[src/hdl/common_pkg.sv]
// Core-wide data word, byte address and decoded opcode types, referenced by scoped name
package common_pkg;

    // One machine word on the data path
    typedef logic [31:0] word_t;

    // Byte address produced by the AGU
    typedef logic [31:0] vaddr_t;

    // Memory opcodes as delivered by the decode stage
    typedef enum logic [3:0] {
        NOP = 4'd0,
        LB  = 4'd1,
        LBU = 4'd2,
        LH  = 4'd3,
        LHU = 4'd4,
        LW  = 4'd5,
        SB  = 4'd6,
        SH  = 4'd7,
        SW  = 4'd8
    } decoded_op_t;

    // True for the opcodes that write memory
    function automatic logic is_store(input decoded_op_t op);
        is_store = (op == SB) || (op == SH) || (op == SW);
    endfunction

endpackage

[src/hdl/mem_pkg.sv]
// Memory-side types for the load/store path: lane view of a word, enables and load tag
package mem_pkg;

    // One word seen either whole or as four byte lanes
    typedef union packed {
        common_pkg::word_t word;
        logic [3:0][7:0]   bytes;
    } mem_word_u;

    // One enable per byte lane, bit 0 is the lowest address
    typedef logic [3:0] byte_en_t;

    // Travels with a read so the result can be extracted and extended
    typedef struct packed {
        common_pkg::decoded_op_t op;
        logic [1:0]              offset;
    } load_tag_t;

endpackage

[src/hdl/readdata.sv]
// Load result formatting: picks the addressed byte or half and sign- or zero-extends it
`timescale 1ns/1ps

module readdata (
    input  common_pkg::word_t  rd_raw,
    input  mem_pkg::load_tag_t tag,
    output common_pkg::word_t  rd
);

    mem_pkg::mem_word_u lanes;
    logic [7:0]         byte_sel;
    logic [15:0]        half_sel;

    assign lanes.word = rd_raw;
    assign byte_sel   = lanes.bytes[tag.offset];

    // Offset bit 0 ignored for halves
    assign half_sel = {lanes.bytes[{tag.offset[1], 1'b1}],
                       lanes.bytes[{tag.offset[1], 1'b0}]};

    always_comb begin
        case (tag.op)
            common_pkg::LB: begin
                rd = {{24{byte_sel[7]}}, byte_sel};
            end
            common_pkg::LBU: begin
                rd = {24'b0, byte_sel};
            end
            common_pkg::LH: begin
                rd = {{16{half_sel[15]}}, half_sel};
            end
            common_pkg::LHU: begin
                rd = {16'b0, half_sel};
            end
            default: begin
                // LW, whole word
                rd = lanes.word;
            end
        endcase
    end

endmodule

[config.mk]
export PLATFORM = sky130hd
export DESIGN_NAME = readdata
export DESIGN_NICKNAME = d
export VERILOG_FILES = /design/src/hdl/common_pkg.sv /design/src/hdl/mem_pkg.sv /design/src/hdl/readdata.sv
export SDC_FILE = /design/constraint.sdc
export NUM_CORES = 1
export LEC_CHECK = 0
export BUFFER_PORTS_ARGS = -buffer_cell sky130_fd_sc_hd__buf_4
export CAP_MARGIN = 20
export CORE_ASPECT_RATIO = 1.2
export CORE_MARGIN = 2
export CORE_UTILIZATION = 41
export DETAILED_ROUTE_END_ITERATION = 10
export PLACE_DENSITY_LB_ADDON = 0.2
export REMOVE_ABC_BUFFERS = 1
export SYNTH_ARGS = -nofsm -noshare
export SYNTH_HDL_FRONTEND = slang
export SYNTH_SLANG_ARGS = --single-unit
[constraint.sdc]
create_clock -name vclk -period 3.9
set_clock_uncertainty 0.2 [all_clocks]
set_input_delay 0.585 -clock vclk [all_inputs]
set_output_delay 0.585 -clock vclk [all_outputs]
set_load 0.02 [all_outputs]
==> flow_summary.json <==
{
  "status": "finished clean",
  "via_per_inst": 6.27,
  "ir_drop_worst_vdd_mv": 0.0947,
  "tns_ns": 0,
  "net_switching_fraction_of_the_power_pct": 50.9,
  "timing.final.crit_period_ns": 3.08,
  "total_switching_power_uw": 103,
  "portBuffers": 70,
  "routedWlPerCell_um": 15.9,
  "power.density_cell_area_nw_per_um2": 173,
  "maxClockFrequency_mhz": 324,
  "setup_viol": 0,
  "multi_input_comb_area_um2": 627,
  "mapped_cells": 84,
  "regArea_um2": 0,
  "setup_repair_after_global_routing_missed_its_margin": "false",
  "top_level_ports": 70,
  "netlist_area_um2": 708,
  "num-fill-cells": 140,
  "floorplan.initialDensity_pct": 43.7,
  "yosys_top_cell_area_share_pct": 17.0,
  "route.final.wire_length_um": 2550,
  "synth_sequential_area_ratio_pct": 0,
  "nNetsFinal": 183,
  "max_slew_margin_pct": 34.8,
  "netlist.top_cell.by_area": "sky130_fd_sc_hd__a21o_1",
  "crit_arrival_ns": 2.30,
  "p_leak_nw": 0.640,
  "drt_pre_antenna_iters": 4,
  "max_cap_viol_count": 0,
  "final_min_period_over_clock_period_pct": 79.0,
  "commonest_cells_after_routing_fill_and_taps_aside": "70 x sky130_fd_sc_hd__buf_4, 16 x sky130_fd_sc_hd__a21o_1, 8 x sky130_fd_sc_hd__a221o_1, 8 x sky130_fd_sc_hd__mux2i_1",
  "power_frac_seq_pct": 0,
  "power.internal_uw": 99.6,
  "rows": 16,
  "ys_warn_count": 0,
  "clock_power_share_pct": 0,
  "layout.cells.most_common": "sky130_fd_sc_hd__buf_4",
  "combPwrFrac_pct": 100.0,
  "timing.critical_path.buf_inv": 2,
  "path_common_cell": "sky130_fd_sc_hd__buf_4",
  "grt_usage_pct": 23.9,
  "num_vias": 1009,
  "gp_routability_congestion": 0.827,
  "post_synth_main_area_contributors": "sky130_fd_sc_hd__a21o_1 17%, sky130_fd_sc_hd__a221o_1 11%, sky130_fd_sc_hd__mux2i_1 11%, sky130_fd_sc_hd__mux2_2 11%, sky130_fd_sc_hd__a32oi_1 8.7%",
  "post_cts_resized": 0,
  "yosysUniqueCellTypes": 28,
  "critPathRequiredTime_ns": 3.12,
  "final_core_util_pct": 72.5,
  "synth.avg_cell_area_um2": 8.43,
  "critPathKind": "in -> out",
  "timing.critical_path.cells": "buf_4 -> o21a_1 -> or3_1 -> a221o_1 -> buf_4",
  "cts_post_setup_buffers_inserted": 0,
  "drc": 0,
  "antennaDiodeCount": 0,
  "final-max-slew-violation-count": 0,
  "worstSetupEndpointType": "output port",
  "die-height_um": 49.5,
  "fp.dieArea_um2": 2080,
  "sequential_cell_total": 0,
  "dr.first_iter.drc_count": 24,
  "timing.critical_path.slowest_cell_delay_ns": 0.71,
  "worstMarginPinSlew_ns": 0.979,
  "final-hold-violation-count": 0,
  "drive_gt1_share_pct": 58.0,
  "first_global_vias": 929,
  "hpwl_um": 1920,
  "critPathMaxFanout": 31,
  "clkbuf_count": 0,
  "critical_path.top_delay_family": "simple AND/OR/NAND/NOR gates",
  "postRouteAntennaNets": 0,
  "timing.critical_path.slowest_stage_cell": "sky130_fd_sc_hd__or3_1",
  "overflow": 0,
  "startpoint_class": "input pin",
  "grt_max_degree": 32,
  "grt_first_pass_wirelength_um": 4120,
  "fp.coreArea_um2": 1620,
  "antenna_found_initial": 0,
  "hold_crit_class": "in -> out",
  "cts.hold.buffers_added": 0,
  "areaGrowthSynthToFinish_pct": 65.9,
  "die_width_um": 41.9
}
-- routing by layer --
| metal | up-vias | GRT usage, % | routed length, µm |
|---|---|---|---|
| met3 | 4 | 1.10 | 233 |
| met1 | 477 | 30.5 | 958 |
| met2 | 62 | 44.3 | 1320 |
| met5 | - | 0 | 0 |
| li1 | 466 | - | - |
| met4 | 0 | 3.76 | 38 |
-- worst paths after layout --
kind        from  endpoint  slack, ns  cells after the start
max       tag[3]     rd[9]       0.82                      5
min   rd_raw[18]    rd[18]       1.28                      3
-- cells by family (layout without fill, tap and decap cells) --
family | after synthesis | count (layout) | synth area share (%)
XOR/XNOR | 1 | 1 | 1.24
AO/OA/AOI/OAI | 46 | 46 | 51.9
buffers and inverters | 11 | 70 | 11.5
multiplexers | 16 | 16 | 25.6
AND/OR/NAND/NOR | 10 | 10 | 9.72
-- stage by stage --
stage | cells | setup slack, ns | hold WS (ns) | total power [mW] | cell area (µm²)
global placement | 161 | 0.865 | 1.27 | 0.200 | 1170
floorplan | 73 | 1.22 | 1.16 | 0.104 | 627
global route | 161 | 0.695 | 1.29 | 0.216 | 1170
detailed placement | 161 | 0.846 | 1.28 | 0.202 | 1170
finish | 161 | 0.817 | 1.28 | 0.203 | 1170
CTS | 161 | 0.844 | 1.28 | 0.203 | 1170
-- layout make-up --
cell class | count | share of cell area (%)
tap | 18 | 1.92
multi-input combinational | 73 | 53.4
timing repair buffer | 70 | 44.7
-- power by group through the flow --
| stage | Combinational [mW] | Sequential [mW] | Clock, mW |
|---|---|---|---|
| final | 0.203 | 0 | 0 |
| after global routing | 0.216 | 0 | 0 |
| after CTS | 0.203 | 0 | 0 |
| after detailed placement | 0.202 | 0 | 0 |
| after global placement | 0.200 | 0 | 0 |
| after floorplan | 0.104 | 0 | 0 |
-- tightest hold or removal path, delay by kind of cell --
family / cells / cell delay, ns
buffers and inverters: 2 / 0.21
AO/OA/AOI/OAI: 1 / 0.10
-- cells in the mapped netlist --
| cell type | count |
|---|---|
| sky130_fd_sc_hd__mux4_2 | 1 |
| sky130_fd_sc_hd__nor3b_2 | 1 |
| sky130_fd_sc_hd__a21oi_1 | 2 |
| sky130_fd_sc_hd__a211o_1 | 2 |
| sky130_fd_sc_hd__a32oi_1 | 7 |
| sky130_fd_sc_hd__a211oi_4 | 1 |
| sky130_fd_sc_hd__mux2_2 | 7 |
| sky130_fd_sc_hd__buf_6 | 4 |
| sky130_fd_sc_hd__xnor2_1 | 1 |
| sky130_fd_sc_hd__o21a_1 | 1 |
| sky130_fd_sc_hd__a31o_2 | 1 |
| sky130_fd_sc_hd__a221o_1 | 8 |
| sky130_fd_sc_hd__nor3_1 | 1 |
| sky130_fd_sc_hd__nand2_1 | 1 |
| sky130_fd_sc_hd__buf_4 | 1 |
| sky130_fd_sc_hd__and3_1 | 1 |
| sky130_fd_sc_hd__nor3_2 | 1 |
| sky130_fd_sc_hd__buf_2 | 5 |
| sky130_fd_sc_hd__nor2b_1 | 1 |
| sky130_fd_sc_hd__nor2_1 | 1 |
| sky130_fd_sc_hd__a21o_1 | 16 |
| sky130_fd_sc_hd__or3_1 | 1 |
| sky130_fd_sc_hd__mux2i_1 | 8 |
| sky130_fd_sc_hd__o21ai_0 | 7 |
| sky130_fd_sc_hd__nor2_2 | 1 |
| sky130_fd_sc_hd__clkbuf_1 | 1 |
| sky130_fd_sc_hd__o21bai_1 | 1 |
| sky130_fd_sc_hd__nor4b_1 | 1 |
(Power assumes the default switching activity.)
