[src/hdl/common_pkg.sv]
// Core-wide data word, byte address and decoded opcode types, referenced by scoped name
package common_pkg;

    // One machine word on the data path
    typedef logic [31:0] word_t;

    // Byte address produced by the AGU
    typedef logic [31:0] vaddr_t;

    // Memory opcodes as delivered by the decode stage
    typedef enum logic [3:0] {
        NOP = 4'd0,
        LB  = 4'd1,
        LBU = 4'd2,
        LH  = 4'd3,
        LHU = 4'd4,
        LW  = 4'd5,
        SB  = 4'd6,
        SH  = 4'd7,
        SW  = 4'd8
    } decoded_op_t;

    // True for the opcodes that write memory
    function automatic logic is_store(input decoded_op_t op);
        is_store = (op == SB) || (op == SH) || (op == SW);
    endfunction

endpackage

[src/hdl/mem_pkg.sv]
// Memory-side types for the load/store path: lane view of a word, enables and load tag
package mem_pkg;

    // One word seen either whole or as four byte lanes
    typedef union packed {
        common_pkg::word_t word;
        logic [3:0][7:0]   bytes;
    } mem_word_u;

    // One enable per byte lane, bit 0 is the lowest address
    typedef logic [3:0] byte_en_t;

    // Travels with a read so the result can be extracted and extended
    typedef struct packed {
        common_pkg::decoded_op_t op;
        logic [1:0]              offset;
    } load_tag_t;

endpackage

[src/hdl/writedata.sv]
// Store alignment: moves store data into its byte lanes and raises the matching enables
`timescale 1ns/1ps

module writedata (
    input  logic [1:0]              addr,
    input  common_pkg::decoded_op_t op,
    input  common_pkg::word_t       wd_raw,
    output common_pkg::word_t       wd,
    output mem_pkg::byte_en_t       be
);

    mem_pkg::mem_word_u lanes;

    always_comb begin
        lanes.word = '0;
        be         = '0;
        case (op)
            common_pkg::SW: begin
                lanes.word = wd_raw;
                be         = 4'b1111;
            end
            common_pkg::SH: begin
                // Half goes to lanes 0-1 or 2-3
                lanes.bytes[{addr[1], 1'b0}] = wd_raw[7:0];
                lanes.bytes[{addr[1], 1'b1}] = wd_raw[15:8];
                be = addr[1] ? 4'b1100 : 4'b0011;
            end
            common_pkg::SB: begin
                lanes.bytes[addr] = wd_raw[7:0];
                be                = 4'b0001 << addr;
            end
            default: begin
                // Loads and NOP write nothing
                lanes.word = '0;
                be         = '0;
            end
        endcase
    end

    assign wd = lanes.word;

endmodule

[src/hdl/agu.sv]
// Address generation stage: adds the operands and registers one queue entry per request
`timescale 1ns/1ps

module agu (
    input  logic                    clk,
    input  logic                    resetn,
    input  logic                    req_valid,
    input  common_pkg::decoded_op_t op,
    input  common_pkg::word_t       src1,
    input  common_pkg::word_t       src2,
    input  common_pkg::word_t       store_data,
    output logic                    ent_valid,
    output common_pkg::vaddr_t      ent_addr,
    output logic                    ent_we,
    output mem_pkg::byte_en_t       ent_be,
    output common_pkg::word_t       ent_wdata,
    output mem_pkg::load_tag_t      ent_tag
);

    common_pkg::vaddr_t sum;
    common_pkg::word_t  aligned;
    mem_pkg::byte_en_t  lane_en;

    assign sum = src1 + src2;

    writedata u_writedata (
        .addr   (sum[1:0]),
        .op     (op),
        .wd_raw (store_data),
        .wd     (aligned),
        .be     (lane_en)
    );

    always_ff @(posedge clk) begin
        if (!resetn) begin
            ent_valid <= 1'b0;
        end else begin
            ent_valid <= req_valid;
        end
    end

    // Entry payload, qualified by ent_valid
    always_ff @(posedge clk) begin
        if (req_valid) begin
            ent_addr       <= sum;
            ent_we         <= common_pkg::is_store(op);
            ent_be         <= lane_en;
            ent_wdata      <= aligned;
            ent_tag.op     <= op;
            ent_tag.offset <= sum[1:0];
        end
    end

endmodule

[config.mk]
export PLATFORM = sky130hd
export DESIGN_NAME = agu
export DESIGN_NICKNAME = d
export VERILOG_FILES = /design/src/hdl/common_pkg.sv /design/src/hdl/mem_pkg.sv /design/src/hdl/writedata.sv /design/src/hdl/agu.sv
export SDC_FILE = /design/constraint.sdc
export NUM_CORES = 1
export LEC_CHECK = 0
export BUFFER_PORTS_ARGS = -buffer_cell sky130_fd_sc_hd__buf_4
export CAP_MARGIN = 20
export CORE_AREA = 2 2 107 109
export CTS_CLUSTER_SIZE = 14
export DETAILED_ROUTE_END_ITERATION = 12
export DIE_AREA = 0 0 109 111
export PLACE_DENSITY = 0.74
export SYNTH_ARGS = -nofsm -noshare
export SYNTH_HDL_FRONTEND = slang
export SYNTH_HIERARCHICAL = 1
export SYNTH_SLANG_ARGS = --single-unit
export TNS_END_PERCENT = 30
[constraint.sdc]
create_clock -name clk -period 4 [get_ports clk]
set_input_delay 1.2 -clock clk [delete_from_list [all_inputs] [get_ports clk]]
set_output_delay 1.2 -clock clk [all_outputs]
set_load 0.05 [all_outputs]
==> flow_summary.ini, run 1 <==
[critical_path]
crit_family = simple AND/OR/NAND/NOR gates
crit_path_cell_trace = buf_4 -> ha_1 -> fa_1 -> a21o_1 -> a311oi_1 -> or4_4 -> a2111oi_4 -> or4_1 -> nand3_1
cp.required_ns = 4.20
path_buf_inv = 1
arrival_ns = 3.55
crit_type = in2reg
start_kind = input pin
end_kind = flip-flop
crit_fanout = 4
max_stage_delay_ns = 0.53
cp_slowest_cell = or4_1

[timing]
timing.final.crit_share_pct = 83.7
drv_slew = 0
fmax_mhz = 299
setup_viol = 0
period_minus_slack_ns = 3.35
holdWs_ns = 1.08
hold_violations = 0
worst_slew_pin_slew_ns = 0.943
grt_setup_unrepaired = false
slew_headroom_pct = 37.2
setup-tns-final_ns = 0

[logic_synthesis]
yosysTopAreaCell = edfxtp_1
synth_top_family_by_area = compound AO/OA/AOI/OAI gates
synth-simple-area-share_pct = 14.8
synth_ff_type = edfxtp_1
synth.most_common_cell = edfxtp_1
syn_area_sq_mm = 0.00482
ys.warnings.count = 6
synth.mux.area_fraction_pct = 1.07
synth.distinct_cells = 78
synth_async_sr_flop_share_pct = 0
synthAdderAreaFrac_pct = 8.47
syn_avg_cell_area_sq_um = 11.6
syn-num-nets = 551
synth_area_leaders = edfxtp_1 (46%), ha_1 (8.1%), a21oi_1 (2.9%), a22o_1 (2.9%), and2_1 (2.5%)
post_synth_xor_area_fraction_pct = 4.18
ys_ff_latch = 74
ys_seq_area_share_pct = 45.9
syn-instance-count = 416
synth_compound_gate_area_share_pct = 22.0
synth_top_area_share_pct = 45.5
synth_edf_count = 73
ys_top_cells_by_count = edfxtp_1 (73), ha_1 (31), a21oi_1 (28)

[clock_tree]
clkTransAtPathRegs_ns = 0.06
cts_made_buffers = 9
cts_resized = 0
cts_max_level = 3
cts_tree = built
cts_sinks = 74
cts-root-buf = clkbuf_16
cts_buffer_depth = 2
cts_hold_buf = 0
cts_setup_buffers = 0

[layout]
nFillCells = 916
diodes = 0
drive_gt1_share_pct = 36.6
fin_nets = 725
syn_to_final_growth_pct = 34.8

[detailed_routing]
vias_per_cell = 5.61
wl_microns = 12400
firstDrtPassIters = 7
drc_errors = 0
wl_per_cell_microns = 16.8
first_iter_violations = 221
via_count = 4143
ant_nets = 0

[placement]
place.gp.congestion = 0.840
io_buffers = 178
hpwl_microns = 9440

[die]
initial_core_util_pct = 43.5
die-area_sq_mm = 0.0121
num_io_pins = 179
fp-row-count = 39
die_y_microns = 111
die_w_microns = 109
core_sq_mm = 0.0111

[outcome]
outcome = completed

[global_routing]
grt.total_usage_pct = 20.4
grt_pass1_vias = 3995
globalRouteOverflowTotal = 0
grt_max_degree = 75
grt_pass1_wl_microns = 19400
antenna_found_initial = 0

[flow_run]
drv_cap = 0

[power]
p_total_w = 0.00266
irDropWorstVdd_mv = 0.196
p_leak_nw = 2.80
power_density_mw_per_mm2 = 409

[min_path]
min_path_type = in2reg
cell usage in the layout (no fill, tap or decap), types with 14 or more instances in the layout:
cell type | Yosys | layout
a21o_1 | 14 | 14
a21oi_1 | 28 | 28
a22o_1 | 16 | 16
and2_1 | 19 | 19
buf_4 | 5 | 179
edfxtp_1 | 73 | 73
ha_1 | 31 | 31
nand2_1 | 21 | 21
nor2_1 | 20 | 20
o21ai_0 | 15 | 15
metrics by stage:
step	cells	area, sq um	setup WS [ns]	utilization (%)
final	738	6490	0.650	58.6
after global routing	738	6490	0.525	58.6
after CTS	738	6490	0.686	58.6
after detailed placement	722	6210	0.338	56.1
after global placement	722	6210	0.378	56.1
after floorplan	416	4820	0.676	-
report_power, final:
| group | internal [W] | switching, W |
|---|---|---|
| clock network | 0.000425 | 0.000327 |
| logic | 0.000324 | 0.000591 |
| registers | 0.000961 | 0.0000298 |
metal layers:
metal / wire length (microns) / share of wire [%] / GRT usage [%] / vias to the layer above
li1: - / - / - / 1999
met1: 5020 / 41 / 25.4 / 1918
met2: 6060 / 49 / 34.7 / 209
met3: 1100 / 8.9 / 4.35 / 17
met4: 208 / 1.7 / 7.01 / 0
met5: 0 / 0 / 0 / -
final cells by class:
class                           count  area (sq um)  area share (%)
Multi-Input combinational cell    314          2430            37.4
Sequential cell                    74          2210            34.1
Timing Repair Buffer              179          1340            20.7
Clock buffer                        9           225            3.47
Tap cell                          143           179            2.76
Clock inverter                      7          55.1           0.848
Inverter                           12          45.0           0.694
flip-flops by register name, summed over array words and instances (netlist names):
signal,cells
ent_tag,4
ent_valid,1
ent_wdata,32
ent_be,4
ent_addr,32
ent_we,1
cells by family (layout without fill, tap and decap cells):
logic type,Yosys count,in the layout
xor+xnor,23,23
flops,74,74
compound gates,137,137
simple gates,117,117
mux,5,5
buf+inv,28,207
fa+ha+maj,32,32
path summary, 6_finish.rpt:
| kind | from | end | slack (ns) | depth (start not counted) |
|---|---|---|---|---|
| setup / recovery | src1[0] | ent_addr[26] | 0.65 | 9 |
| hold / removal | resetn | ent_valid | 1.08 | 2 |
Power figures use the tool's default switching activity.
==> run 2, diff against run 1 <==
Settings changed: ABC_AREA from default to 1, CORE_AREA 2 2 107 109 to 2 2 117 119, DIE_AREA 0 0 109 111 to 0 0 119 121, PLACE_DENSITY 0.74 to 0.75.
Clock period 4 ns to 2.85 ns, I/O delays scaled along.
==> flow_summary.ini, run 2 <==
[timing]
drv_slew = 0
setup_viol = 0
timing.final.crit_share_pct = 84.9
grt_setup_unrepaired = false
slew_headroom_pct = 60.2
hold_violations = 0
setup-tns-final_ns = 0
worst_slew_pin_slew_ns = 0.596
period_minus_slack_ns = 2.42
fmax_mhz = 413

[layout]
drive_gt1_share_pct = 22.7
reg.largest.list = ent_addr x32, ent_wdata x32
final_cell_mix = nand2_1 (284), buf_4 (186), inv_1 (151), nand3_1 (125), nor2_1 (86)
fin_nets = 1163
syn_to_final_growth_pct = 31.6
layout_commonest_cell = nand2_1
diodes = 0

[die]
die_w_microns = 119
core_sq_mm = 0.0131
die-area_sq_mm = 0.0144
num_io_pins = 179
initial_core_util_pct = 44.6
die_y_microns = 121
fp-row-count = 42

[placement]
hpwl_microns = 11900
io_buffers = 178
place.gp.congestion = 0.891

[clock_tree]
cts_setup_buffers = 0
cts_max_level = 3
cts_buffer_depth = 2
clkTransAtPathRegs_ns = 0.06
cts-root-buf = clkbuf_16
cts_made_buffers = 9
cts_hold_buf = 0
cts_resized = 0
cts_tree = built
cts_sinks = 74

[min_path]
min_path_type = in2reg
min_to = ent_valid
hold_start = resetn
hold_path_depth = 3

[logic_synthesis]
syn_area_sq_mm = 0.00584
syn-instance-count = 851
synth_ff_type = edfxtp_1
synth_top_area_share_pct = 37.5
syn_avg_cell_area_sq_um = 6.86
ys.warnings.count = 6
synthAdderAreaFrac_pct = 6.98
synth_compound_gate_area_share_pct = 2.31
synth_top_family_by_area = simple AND/OR/NAND/NOR gates
synth_edf_count = 73
ys_top_cells_by_count = nand2_1 (284), inv_1 (151), nand3_1 (125)
synth.most_common_cell = nand2_1
syn-num-nets = 986
yosysTopAreaCell = edfxtp_1
synth-simple-area-share_pct = 38.4
ys_seq_area_share_pct = 37.9
synth.mux.area_fraction_pct = 0
post_synth_xor_area_fraction_pct = 2.40
synth_async_sr_flop_share_pct = 0
synth.distinct_cells = 27
synth_area_leaders = edfxtp_1 (38%), nand2_1 (18%), nand3_1 (11%), inv_1 (9.7%), ha_1 (6.6%)
ys_ff_latch = 74

[power]
p_total_w = 0.00403
irDropWorstVdd_mv = 0.323
p_leak_nw = 4.21
power_density_mw_per_mm2 = 524

[detailed_routing]
drc_errors = 0
ant_nets = 0
first_iter_violations = 458
vias_per_cell = 4.87
wl_microns = 15700
via_count = 5893
firstDrtPassIters = 5
wl_per_cell_microns = 13.0

[global_routing]
grt_pass1_wl_microns = 25700
globalRouteOverflowTotal = 0
antenna_found_initial = 0
grt_pass1_vias = 5433
grt.total_usage_pct = 22.1
grt_max_degree = 46

[critical_path]
arrival_ns = 2.51
end_kind = flip-flop
start_kind = input pin
crit_fanout = 9
cp.required_ns = 2.94
crit_type = in2reg

[outcome]
outcome = completed

[flow_run]
drv_cap = 0
==> run 2: cell count changes after synthesis, moves of 13 or more <==
cell,previous run,this run
nand2_1,21,284
nand3_1,8,125
inv_1,12,151
a22o_1,16,0
a21o_1,14,1
o21ai_0,15,0
nand2_2,0,14
and2_1,19,0
buf_2,2,17
nor2_1,20,87
==> run 2: cell families (layout without fill, tap and decap cells) <==
logic type	Yosys count	after routing
adder cells (fa/ha/maj)	32	32
AO/OA/AOI/OAI	24	24
flip-flops	74	74
buffers and inverters	177	359
AND/OR/NAND/NOR	528	528
XOR/XNOR	16	16
==> run 2: report_power, final <==
| group | internal [W] | leakage (nW) | switching, W |
|---|---|---|---|
| registers | 0.00134 | 0.713 | 0.0000405 |
| clock network | 0.000765 | 0.153 | 0.000462 |
| logic | 0.000455 | 3.34 | 0.000965 |
==> run 2: routing by layer <==
metal	vias to the layer above	wire length [microns]	GRT usage (%)
li1	3022	-	-
met1	2586	6460	28.6
met2	264	7630	38.0
met3	21	1280	2.91
met4	0	284	7.59
met5	-	0	0
==> run 2: area by class of cell <==
cell class	count	area, sq um
Clock inverter	7	93.8
Timing Repair Buffer	187	1420
Inverter	156	586
Fill cell	1188	5400
Tap cell	176	220
Clock buffer	9	225
Multi-Input combinational cell	600	2930
Sequential cell	74	2210
==> run 2: worst max path at each step <==
stage | to | start | slack (ns) | cells after the start
global placement | ent_be[1] | src1[0] | 0.14 | 8
floorplan | ent_addr[28] | src1[0] | 0.45 | 12
global route | ent_wdata[8] | src1[0] | 0.30 | 8
CTS | ent_wdata[12] | src1[0] | 0.46 | 8
detailed placement | ent_wdata[12] | src1[0] | 0.10 | 8
finish | ent_wdata[8] | src1[0] | 0.43 | 8
==> run 2: stage by stage <==
step / util [%] / worst slack, ns / std cells / instance area, sq um / hold WS [ns]
final: 58.7 / 0.431 / 1209 / 7680 / 0.698
after CTS: 58.7 / 0.461 / 1209 / 7680 / 0.690
after global routing: 58.7 / 0.298 / 1209 / 7680 / 0.722
after global placement: 56.3 / 0.142 / 1193 / 7360 / 1.04
after detailed placement: 56.3 / 0.103 / 1193 / 7360 / 1.04
after floorplan: - / 0.451 / 851 / 5840 / 0.948
==> run 2: worst max-delay path, stage by stage <==
cell	delay, ns
buf_4	0.11
ha_1	0.24
fa_1	0.65
inv_1	0.11
nand2_1	0.32
nor2_1	0.08
nand2_1	0.09
nand3_1	0.06
