$ cat src/hdl/common_pkg.sv
// Core-wide data word, byte address and decoded opcode types, referenced by scoped name
package common_pkg;

    // One machine word on the data path
    typedef logic [31:0] word_t;

    // Byte address produced by the AGU
    typedef logic [31:0] vaddr_t;

    // Memory opcodes as delivered by the decode stage
    typedef enum logic [3:0] {
        NOP = 4'd0,
        LB  = 4'd1,
        LBU = 4'd2,
        LH  = 4'd3,
        LHU = 4'd4,
        LW  = 4'd5,
        SB  = 4'd6,
        SH  = 4'd7,
        SW  = 4'd8
    } decoded_op_t;

    // True for the opcodes that write memory
    function automatic logic is_store(input decoded_op_t op);
        is_store = (op == SB) || (op == SH) || (op == SW);
    endfunction

endpackage

$ cat src/hdl/mem_pkg.sv
// Memory-side types for the load/store path: lane view of a word, enables and load tag
package mem_pkg;

    // One word seen either whole or as four byte lanes
    typedef union packed {
        common_pkg::word_t word;
        logic [3:0][7:0]   bytes;
    } mem_word_u;

    // One enable per byte lane, bit 0 is the lowest address
    typedef logic [3:0] byte_en_t;

    // Travels with a read so the result can be extracted and extended
    typedef struct packed {
        common_pkg::decoded_op_t op;
        logic [1:0]              offset;
    } load_tag_t;

endpackage

$ cat src/hdl/lsu_queue.sv
// In-order request queue: pops stores freely, pops loads against response credits
`timescale 1ns/1ps

module lsu_queue #(
    parameter int QUEUE_DEPTH = 4
) (
    input  logic               clk,
    input  logic               resetn,
    input  logic               ent_valid,
    input  common_pkg::vaddr_t ent_addr,
    input  logic               ent_we,
    input  mem_pkg::byte_en_t  ent_be,
    input  common_pkg::word_t  ent_wdata,
    input  mem_pkg::load_tag_t ent_tag,
    input  logic               resp_credit,
    output logic               issue_credit,
    output logic               mem_en,
    output logic               mem_we,
    output mem_pkg::byte_en_t  mem_be,
    output common_pkg::vaddr_t mem_addr,
    output common_pkg::word_t  mem_wdata,
    output mem_pkg::load_tag_t mem_tag
);

    localparam int PTR_W = (QUEUE_DEPTH > 1) ? $clog2(QUEUE_DEPTH) : 1;
    localparam int CNT_W = $clog2(QUEUE_DEPTH + 1);
    localparam int CRD_W = 8;

    common_pkg::vaddr_t addr_q  [QUEUE_DEPTH];
    logic               we_q    [QUEUE_DEPTH];
    mem_pkg::byte_en_t  be_q    [QUEUE_DEPTH];
    common_pkg::word_t  wdata_q [QUEUE_DEPTH];
    mem_pkg::load_tag_t tag_q   [QUEUE_DEPTH];

    logic [PTR_W-1:0] wr_ptr;
    logic [PTR_W-1:0] rd_ptr;
    logic [CNT_W-1:0] count;
    logic [CRD_W-1:0] resp_cnt;
    logic             pop;
    logic             load_pop;

    function automatic logic [PTR_W-1:0] next_ptr(input logic [PTR_W-1:0] ptr);
        next_ptr = (ptr == PTR_W'(QUEUE_DEPTH - 1)) ? '0 : ptr + 1'b1;
    endfunction

    // Loads need a response slot, stores do not
    assign pop      = (count != '0) && (we_q[rd_ptr] || (resp_cnt != '0));
    assign load_pop = pop && !we_q[rd_ptr];

    assign issue_credit = pop;
    assign mem_en       = pop;
    assign mem_we       = we_q[rd_ptr];
    assign mem_be       = be_q[rd_ptr];
    assign mem_addr     = addr_q[rd_ptr];
    assign mem_wdata    = wdata_q[rd_ptr];
    assign mem_tag      = tag_q[rd_ptr];

    always_ff @(posedge clk) begin
        if (!resetn) begin
            wr_ptr   <= '0;
            rd_ptr   <= '0;
            count    <= '0;
            resp_cnt <= '0;
        end else begin
            if (ent_valid) begin
                wr_ptr <= next_ptr(wr_ptr);
            end
            if (pop) begin
                rd_ptr <= next_ptr(rd_ptr);
            end
            count    <= count + CNT_W'(ent_valid) - CNT_W'(pop);
            resp_cnt <= resp_cnt + CRD_W'(resp_credit) - CRD_W'(load_pop);
        end
    end

    always_ff @(posedge clk) begin
        if (ent_valid) begin
            addr_q[wr_ptr]  <= ent_addr;
            we_q[wr_ptr]    <= ent_we;
            be_q[wr_ptr]    <= ent_be;
            wdata_q[wr_ptr] <= ent_wdata;
            tag_q[wr_ptr]   <= ent_tag;
        end
    end

endmodule

$ cat config.mk
export PLATFORM = sky130hd
export DESIGN_NAME = lsu_queue
export DESIGN_NICKNAME = d
export VERILOG_FILES = /design/src/hdl/common_pkg.sv /design/src/hdl/mem_pkg.sv /design/src/hdl/lsu_queue.sv
export SDC_FILE = /design/constraint.sdc
export NUM_CORES = 1
export LEC_CHECK = 0
export BUFFER_PORTS_ARGS = -buffer_cell sky130_fd_sc_hd__clkbuf_2
export CORE_AREA = 3 3 223 225
export CTS_CLUSTER_SIZE = 25
export DETAILED_ROUTE_END_ITERATION = 10
export DIE_AREA = 0 0 226 228
export MAX_ROUTING_LAYER = met4
export REMOVE_ABC_BUFFERS = 1
export SYNTH_ARGS = -nofsm -noshare
export SYNTH_HDL_FRONTEND = slang
export SYNTH_SLANG_ARGS = --single-unit
$ cat constraint.sdc
create_clock -name clk -period 3.2 [get_ports clk]
set_input_delay 0.64 -clock clk [delete_from_list [all_inputs] [get_ports clk]]
set_output_delay 0.64 -clock clk [all_outputs]
set_load 0.005 [all_outputs]
==> impl_metrics.env, run 1 <==
export IMPL_status="finished clean"
export IMPL_critical_path_arrival_ns=2.26
export IMPL_drc=0
export IMPL_p_clk_share_pct=33.8
export IMPL_worst_pin_slew_ns=0.716
export IMPL_relSlewSlack_pct=52.3
export IMPL_cap_violations=0
export IMPL_antenna_found_initial=3
export IMPL_cts_resized=0
export IMPL_syn_to_final_growth_pct=23.6
export IMPL_fmax_ghz=0.345
export IMPL_fin_area_sq_um=14700
export IMPL_cts_buffers=37
export IMPL_synth_area_per_cell_sq_um=23.2
export IMPL_cts_root_buf="clkbuf_16"
export IMPL_synth_seq_cells=317
export IMPL_regToRegSetupSlack_ns=0.46
export IMPL_internal_power_mw=8.70
export IMPL_cts_tree="built"
export IMPL_grt_usage_pct=9.54
export IMPL_fin_crit_ns=2.90
export IMPL_period_share_pct=90.5
export IMPL_overflow=0
export IMPL_worstHoldEndpoint="wdata_q[1][16]"
export IMPL_die_area_sq_um=51500
export IMPL_power_density_nw_per_um2=807
export IMPL_grt_pass1_vias=6081
export IMPL_cp_cell_sequence="buf_12 -> mux4_2 -> clkbuf_2"
export IMPL_clock_latency_ns=0.53
export IMPL_final_nets=798
export IMPL_post_cts_buffers=0
export IMPL_finalHoldViolations=0
export IMPL_synth_edf_count=300
export IMPL_synth_distinct_cells=36
export IMPL_drt_total_wl_um=23600
export IMPL_path_clk_slew_ns=0.06
export IMPL_yosysSeqAreaShare_pct=78.6
export IMPL_wire_per_inst_um=17.6
export IMPL_synth_async_reset_ratio_pct=0
export IMPL_min_from="ent_wdata[16]"
export IMPL_cpMaxStageDelayCell="mux4_2"
export IMPL_place_area_sq_um=13500
export IMPL_netlist_instances=512
export IMPL_switchingPower_mw=3.17
export IMPL_place_congestion=0.681
export IMPL_post_dp_hpwl_um=14500
export IMPL_layout_drive_gt1_share_pct=41.7
export IMPL_swShare_pct=26.7
export IMPL_rsz0062_at_grt="no"
export IMPL_portBuffers=155
export IMPL_rr_worst_depth=10
export IMPL_dp_slack_ns=0.439
export IMPL_first_iter_violations=287
export IMPL_drtAntennaViolNets=0
export IMPL_required_ns=2.56
export IMPL_critPathMaxFanout=74
export IMPL_p_leak_nw=4.98
export IMPL_worstSetupPathType="flop to primary output"
export IMPL_endpoint_kind="primary output"
export IMPL_vias=5625
export IMPL_clock_sinks=317
export IMPL_syn_area_sq_um=11900
export IMPL_report_final_slew_viol_count=0
export IMPL_die_w_um=226
export IMPL_hold_depth=1
export IMPL_comb_power_share_pct=24.9
export IMPL_start_util_pct=24.9
export IMPL_grt_pass1_wl_um=36300
export IMPL_worstReg2RegEnd="count[2]"
export IMPL_fp_dieH_um=228
export IMPL_hp_class="primary input to flop"
export IMPL_skew_ns=0.0208
export IMPL_design_core_area_sq_um=47700
export IMPL_firstDrtPassIters=4
export IMPL_synth_warning_count=0
export IMPL_power_total_mw=11.9
export IMPL_avgViaCountPerCell=4.19
export IMPL_num_io_pins=156
export IMPL_synth_ff_type="edfxtp_1"
export IMPL_htree_levels=2
export IMPL_critPathMaxStageDelay_ns=0.63
export IMPL_crit_path_start_kind="flop"
export IMPL_pwr_share_seq_pct=41.3
export IMPL_grt_start_max_net_pins=75
export IMPL_setup_slack_ns=0.304
export IMPL_clock_path_buffers=3
export IMPL_cts_hold_repair_buffers=0
export IMPL_ir_drop_v=0.00120
export IMPL_num_rows=80
export IMPL_finalSetupViolCount=0
how the worst max path moves through the flow:
stage,from,end,slack (ns),cells past startpoint
3_5_place_dp,flop,count[2],0.44,10
5_1_grt,flop,mem_wdata[7],0.15,3
3_3_place_gp,flop,count[2],0.47,10
4_1_cts,flop,mem_wdata[7],0.22,3
6_report,flop,mem_wdata[7],0.30,3
2_1_floorplan,flop,count[2],-2.50,10
per-layer routing:
| metal | part of all wire [%] | GRT usage [%] | routed length, um |
|---|---|---|---|
| met1 | 43 | 11.6 | 10100 |
| met2 | 48 | 14.9 | 11300 |
| met5 | 0 | - | 0 |
| met4 | 2.3 | 2.72 | 536 |
| met3 | 7.0 | 3.50 | 1650 |
area by class of cell:
class | instances | area (sq um)
fillers | 4556 | 33000
flip-flops and latches | 317 | 9360
multi-input cells | 158 | 2400
clock buffers | 45 | 956
repair buffers | 167 | 941
well taps | 615 | 769
clock inverters | 21 | 205
inverters | 18 | 67.6
diodes | 3 | 7.51
critical path: cells and delay by family, from the launching register on:
kind | cells | cell delay [ns]
buffers and inverters | 2 | 0.61
multiplexers | 1 | 0.63
flip-flops | 1 | 0.36
power by group through the flow:
| stage | Clock, mW | Combinational, mW | Sequential, mW |
|---|---|---|---|
| floorplan | 0 | 1.74 | 5.24 |
| global placement | 0 | 3.05 | 4.98 |
| detailed placement | 0 | 3.06 | 4.99 |
| CTS | 4.17 | 3.06 | 4.90 |
| global route | 4.35 | 3.28 | 4.92 |
| finish | 4.01 | 2.96 | 4.90 |
cell usage after synthesis, drive strengths merged, types with 2 or more instances:
master	instances	area (sq um)
a21oi	4	20.0
and2	12	75.1
buf	9	47.6
clkbuf	10	37.5
dfxtp	17	340
edfxtp	300	9010
fa	2	40.0
ha	18	225
inv	18	67.6
mux2i	4	40.0
mux4	75	1690
nand2	4	15.0
nand2b	3	18.8
nand3	2	10.0
nand4	2	12.5
nand4b	2	17.5
nor2	4	15.0
nor2b	3	18.8
o21ai	2	10.0
o31ai	2	28.8
or3	3	18.8
xnor2	4	35.0
metrics by stage:
| stage | hold WS, ns | util [%] | instances | TNS, ns |
|---|---|---|---|---|
| 2_1_floorplan | 0.476 | - | 493 | -126.33 |
| 3_3_place_gp | 0.536 | 28.3 | 1275 | 0 |
| 6_report | 0.327 | 30.8 | 1344 | 0 |
| 4_1_cts | 0.273 | 30.8 | 1341 | 0 |
| 5_1_grt | 0.291 | 30.8 | 1344 | 0 |
| 3_5_place_dp | 0.541 | 28.3 | 1275 | 0 |
flip-flops by register name (all words and copies together), names as in the netlist, named ones only:
name and cells:
count 3, be_q 16, tag_q 24, wr_ptr 2, addr_q 128, wdata_q 128
rd_ptr 2, resp_cnt 8, we_q 4
cell usage in the layout (no fill, tap or decap), drive strengths merged, types with 3 or more instances in the layout:
| master | instances |
|---|---|
| edfxtp | 300 |
| nor2b | 3 |
| nand2 | 4 |
| and2 | 12 |
| a21oi | 4 |
| xnor2 | 4 |
| dfxtp | 17 |
| buf | 12 |
| mux2i | 4 |
| nand2b | 3 |
| nor2 | 4 |
| diode | 3 |
| bufinv | 3 |
| inv | 23 |
| clkbuf | 200 |
| clkinv | 12 |
| or3 | 3 |
| ha | 18 |
| mux4 | 75 |
logic make-up after synthesis:
group	count (synthesis)	synth area share (%)
xor gates and xnor gates	5	0.368
muxes	79	14.5
AOI/OAI and AO/OA	14	0.926
DFF	317	78.6
adders and majority gates	20	2.23
and+or+nand+nor	40	2.04
buffers and inverters	37	1.28
Power figures use the tool's default switching activity.
==> run 2, diff against run 1 <==
ABC_CLOCK_PERIOD_IN_PS = 3200   (was default)
CELL_PAD_IN_SITES_DETAIL_PLACEMENT = 1   (was default)
CELL_PAD_IN_SITES_GLOBAL_PLACEMENT = 1   (was default)
PLACE_DENSITY_LB_ADDON = 0.1   (was default)
==> run 2 against run 1 <==
  * Global-route usage increased by 1.8 points
  * Core utilization rose by 0.12 points
  * Highest routed layer unchanged
  * Flip-flop and latch count unchanged
  * Cell area increased by 0.39%
  * Worst hold slack improved by 0.0040 ns
  * Largest cell class unchanged
  * Largest power group unchanged
  * Critical path type unchanged
==> impl_metrics.env, run 2 (same netlist as run 1, synthesis figures left out) <==
export IMPL_wl_met3_um=1400
export IMPL_ir_drop_v=0.000837
export IMPL_cap_violations=0
export IMPL_regToRegSetupSlack_ns=0.37
export IMPL_cts_tree="built"
export IMPL_grt_usage_pct=11.4
export IMPL_critPathMaxFanout=74
export IMPL_clock_latency_ns=0.53
export IMPL_cts_buffers=38
export IMPL_cts_root_buf="clkbuf_16"
export IMPL_pwr_share_seq_pct=40.3
export IMPL_final_nets=800
export IMPL_drtAntennaViolNets=0
export IMPL_fp_dieH_um=228
export IMPL_layout_drive_gt1_share_pct=41.7
export IMPL_drt_total_wl_um=28000
export IMPL_drc=0
export IMPL_p_leak_nw=5.01
export IMPL_power_density_nw_per_um2=824
export IMPL_vias=5767
export IMPL_wire_per_inst_um=20.9
export IMPL_period_share_pct=90.3
export IMPL_grt_pass1_vias=6592
export IMPL_htree_levels=2
export IMPL_worstSetupPathType="flop to primary output"
export IMPL_endpoint_kind="primary output"
export IMPL_fmax_ghz=0.346
export IMPL_firstDrtPassIters=4
export IMPL_path_clk_slew_ns=0.06
export IMPL_comb_power_share_pct=25.5
export IMPL_required_ns=2.56
export IMPL_design_core_area_sq_um=47700
export IMPL_syn_to_final_growth_pct=24.1
export IMPL_layout_common_cells="300 x edfxtp_1, 155 x clkbuf_2, 75 x mux4_2, 39 x clkbuf_16"
export IMPL_critical_path_arrival_ns=2.25
export IMPL_worst_pin_slew_ns=0.712
export IMPL_post_dp_hpwl_um=16800
export IMPL_switchingPower_mw=3.30
export IMPL_portBuffers=155
export IMPL_place_congestion=0.663
export IMPL_finalHoldViolations=0
export IMPL_cts_hold_repair_buffers=0
export IMPL_top_regs="addr_q: 128 flops, wdata_q: 128 flops, tag_q: 24 flops"
export IMPL_relSlewSlack_pct=52.5
export IMPL_met2_length_um=14000
export IMPL_die_w_um=226
export IMPL_wl_met1_um=12100
export IMPL_die_area_sq_um=51500
export IMPL_fin_area_sq_um=14800
export IMPL_p_clk_share_pct=34.2
export IMPL_hp_class="primary input to flop"
export IMPL_crit_path_start_kind="flop"
export IMPL_fin_setup_tns_ns=0
export IMPL_highest_layer="met4"
export IMPL_num_io_pins=156
export IMPL_status="finished clean"
export IMPL_layout_commonest_cell="edfxtp_1"
export IMPL_internal_power_mw=8.86
export IMPL_report_final_slew_viol_count=0
export IMPL_antenna_found_initial=1
export IMPL_start_util_pct=24.9
export IMPL_skew_ns=0.00774
export IMPL_first_iter_violations=230
export IMPL_post_cts_buffers=0
export IMPL_rsz0062_at_grt="no"
export IMPL_clock_sinks=317
export IMPL_cts_resized=0
export IMPL_overflow=0
export IMPL_place_area_sq_um=13600
export IMPL_avgViaCountPerCell=4.29
export IMPL_clock_path_buffers=3
export IMPL_num_rows=80
export IMPL_fin_crit_ns=2.89
export IMPL_swShare_pct=27.2
export IMPL_grt_start_max_net_pins=75
export IMPL_finalSetupViolCount=0
export IMPL_grt_pass1_wl_um=42100
-- run 2: layout make-up --
class | instances | area, sq um
fill | 4799 | 33000
clock inverter | 22 | 209
tap | 615 | 769
sequential | 317 | 9360
timing repair buffer | 168 | 961
antenna | 1 | 2.50
clock buffer | 44 | 995
multi-input combinational | 158 | 2400
inverter | 18 | 67.6
-- run 2: per-stage QoR --
step	utilization, %	setup WS, ns	power (mW)	hold slack (ns)	instances
after global routing	30.9	0.114	12.9	0.290	1343
final	30.9	0.309	12.2	0.331	1343
after CTS	30.9	0.154	12.5	0.279	1342
after floorplan	-	-2.50	6.98	0.476	493
after global placement	28.4	0.427	8.16	0.522	1276
after detailed placement	28.4	0.365	8.23	0.544	1276
-- run 2: path summary, 6_finish.rpt --
| check | start | end | cells after the start |
|---|---|---|---|
| worst min register to register | rd_ptr[0] | flop | 2 |
| worst min-delay path | ent_wdata[2] | wdata_q[3][2] | 1 |
| worst max-delay path | flop | mem_wdata[8] | 3 |
| worst max register to register | flop | count[2] | 10 |
-- run 2: power by group through the flow --
| stage | registers (mW) | clock network [mW] | logic (mW) |
|---|---|---|---|
| detailed placement | 4.99 | 0 | 3.23 |
| floorplan | 5.24 | 0 | 1.74 |
| finish | 4.90 | 4.16 | 3.10 |
| global placement | 4.98 | 0 | 3.18 |
| CTS | 4.91 | 4.36 | 3.24 |
| global route | 4.93 | 4.54 | 3.47 |
-- run 2: routing by layer --
layer / GRT usage (%) / up-vias
met3: 3.14 / 40
li1: - / 2518
met4: 2.96 / 0
met1: 13.9 / 3075
met2: 18.6 / 134
met5: - / -
-- run 2: worst max-delay path, cell delays in order (launching register included) --
cell and delay, ns:
dfxtp_4 0.36, buf_12 0.53, mux4_2 0.62, clkbuf_2 0.14
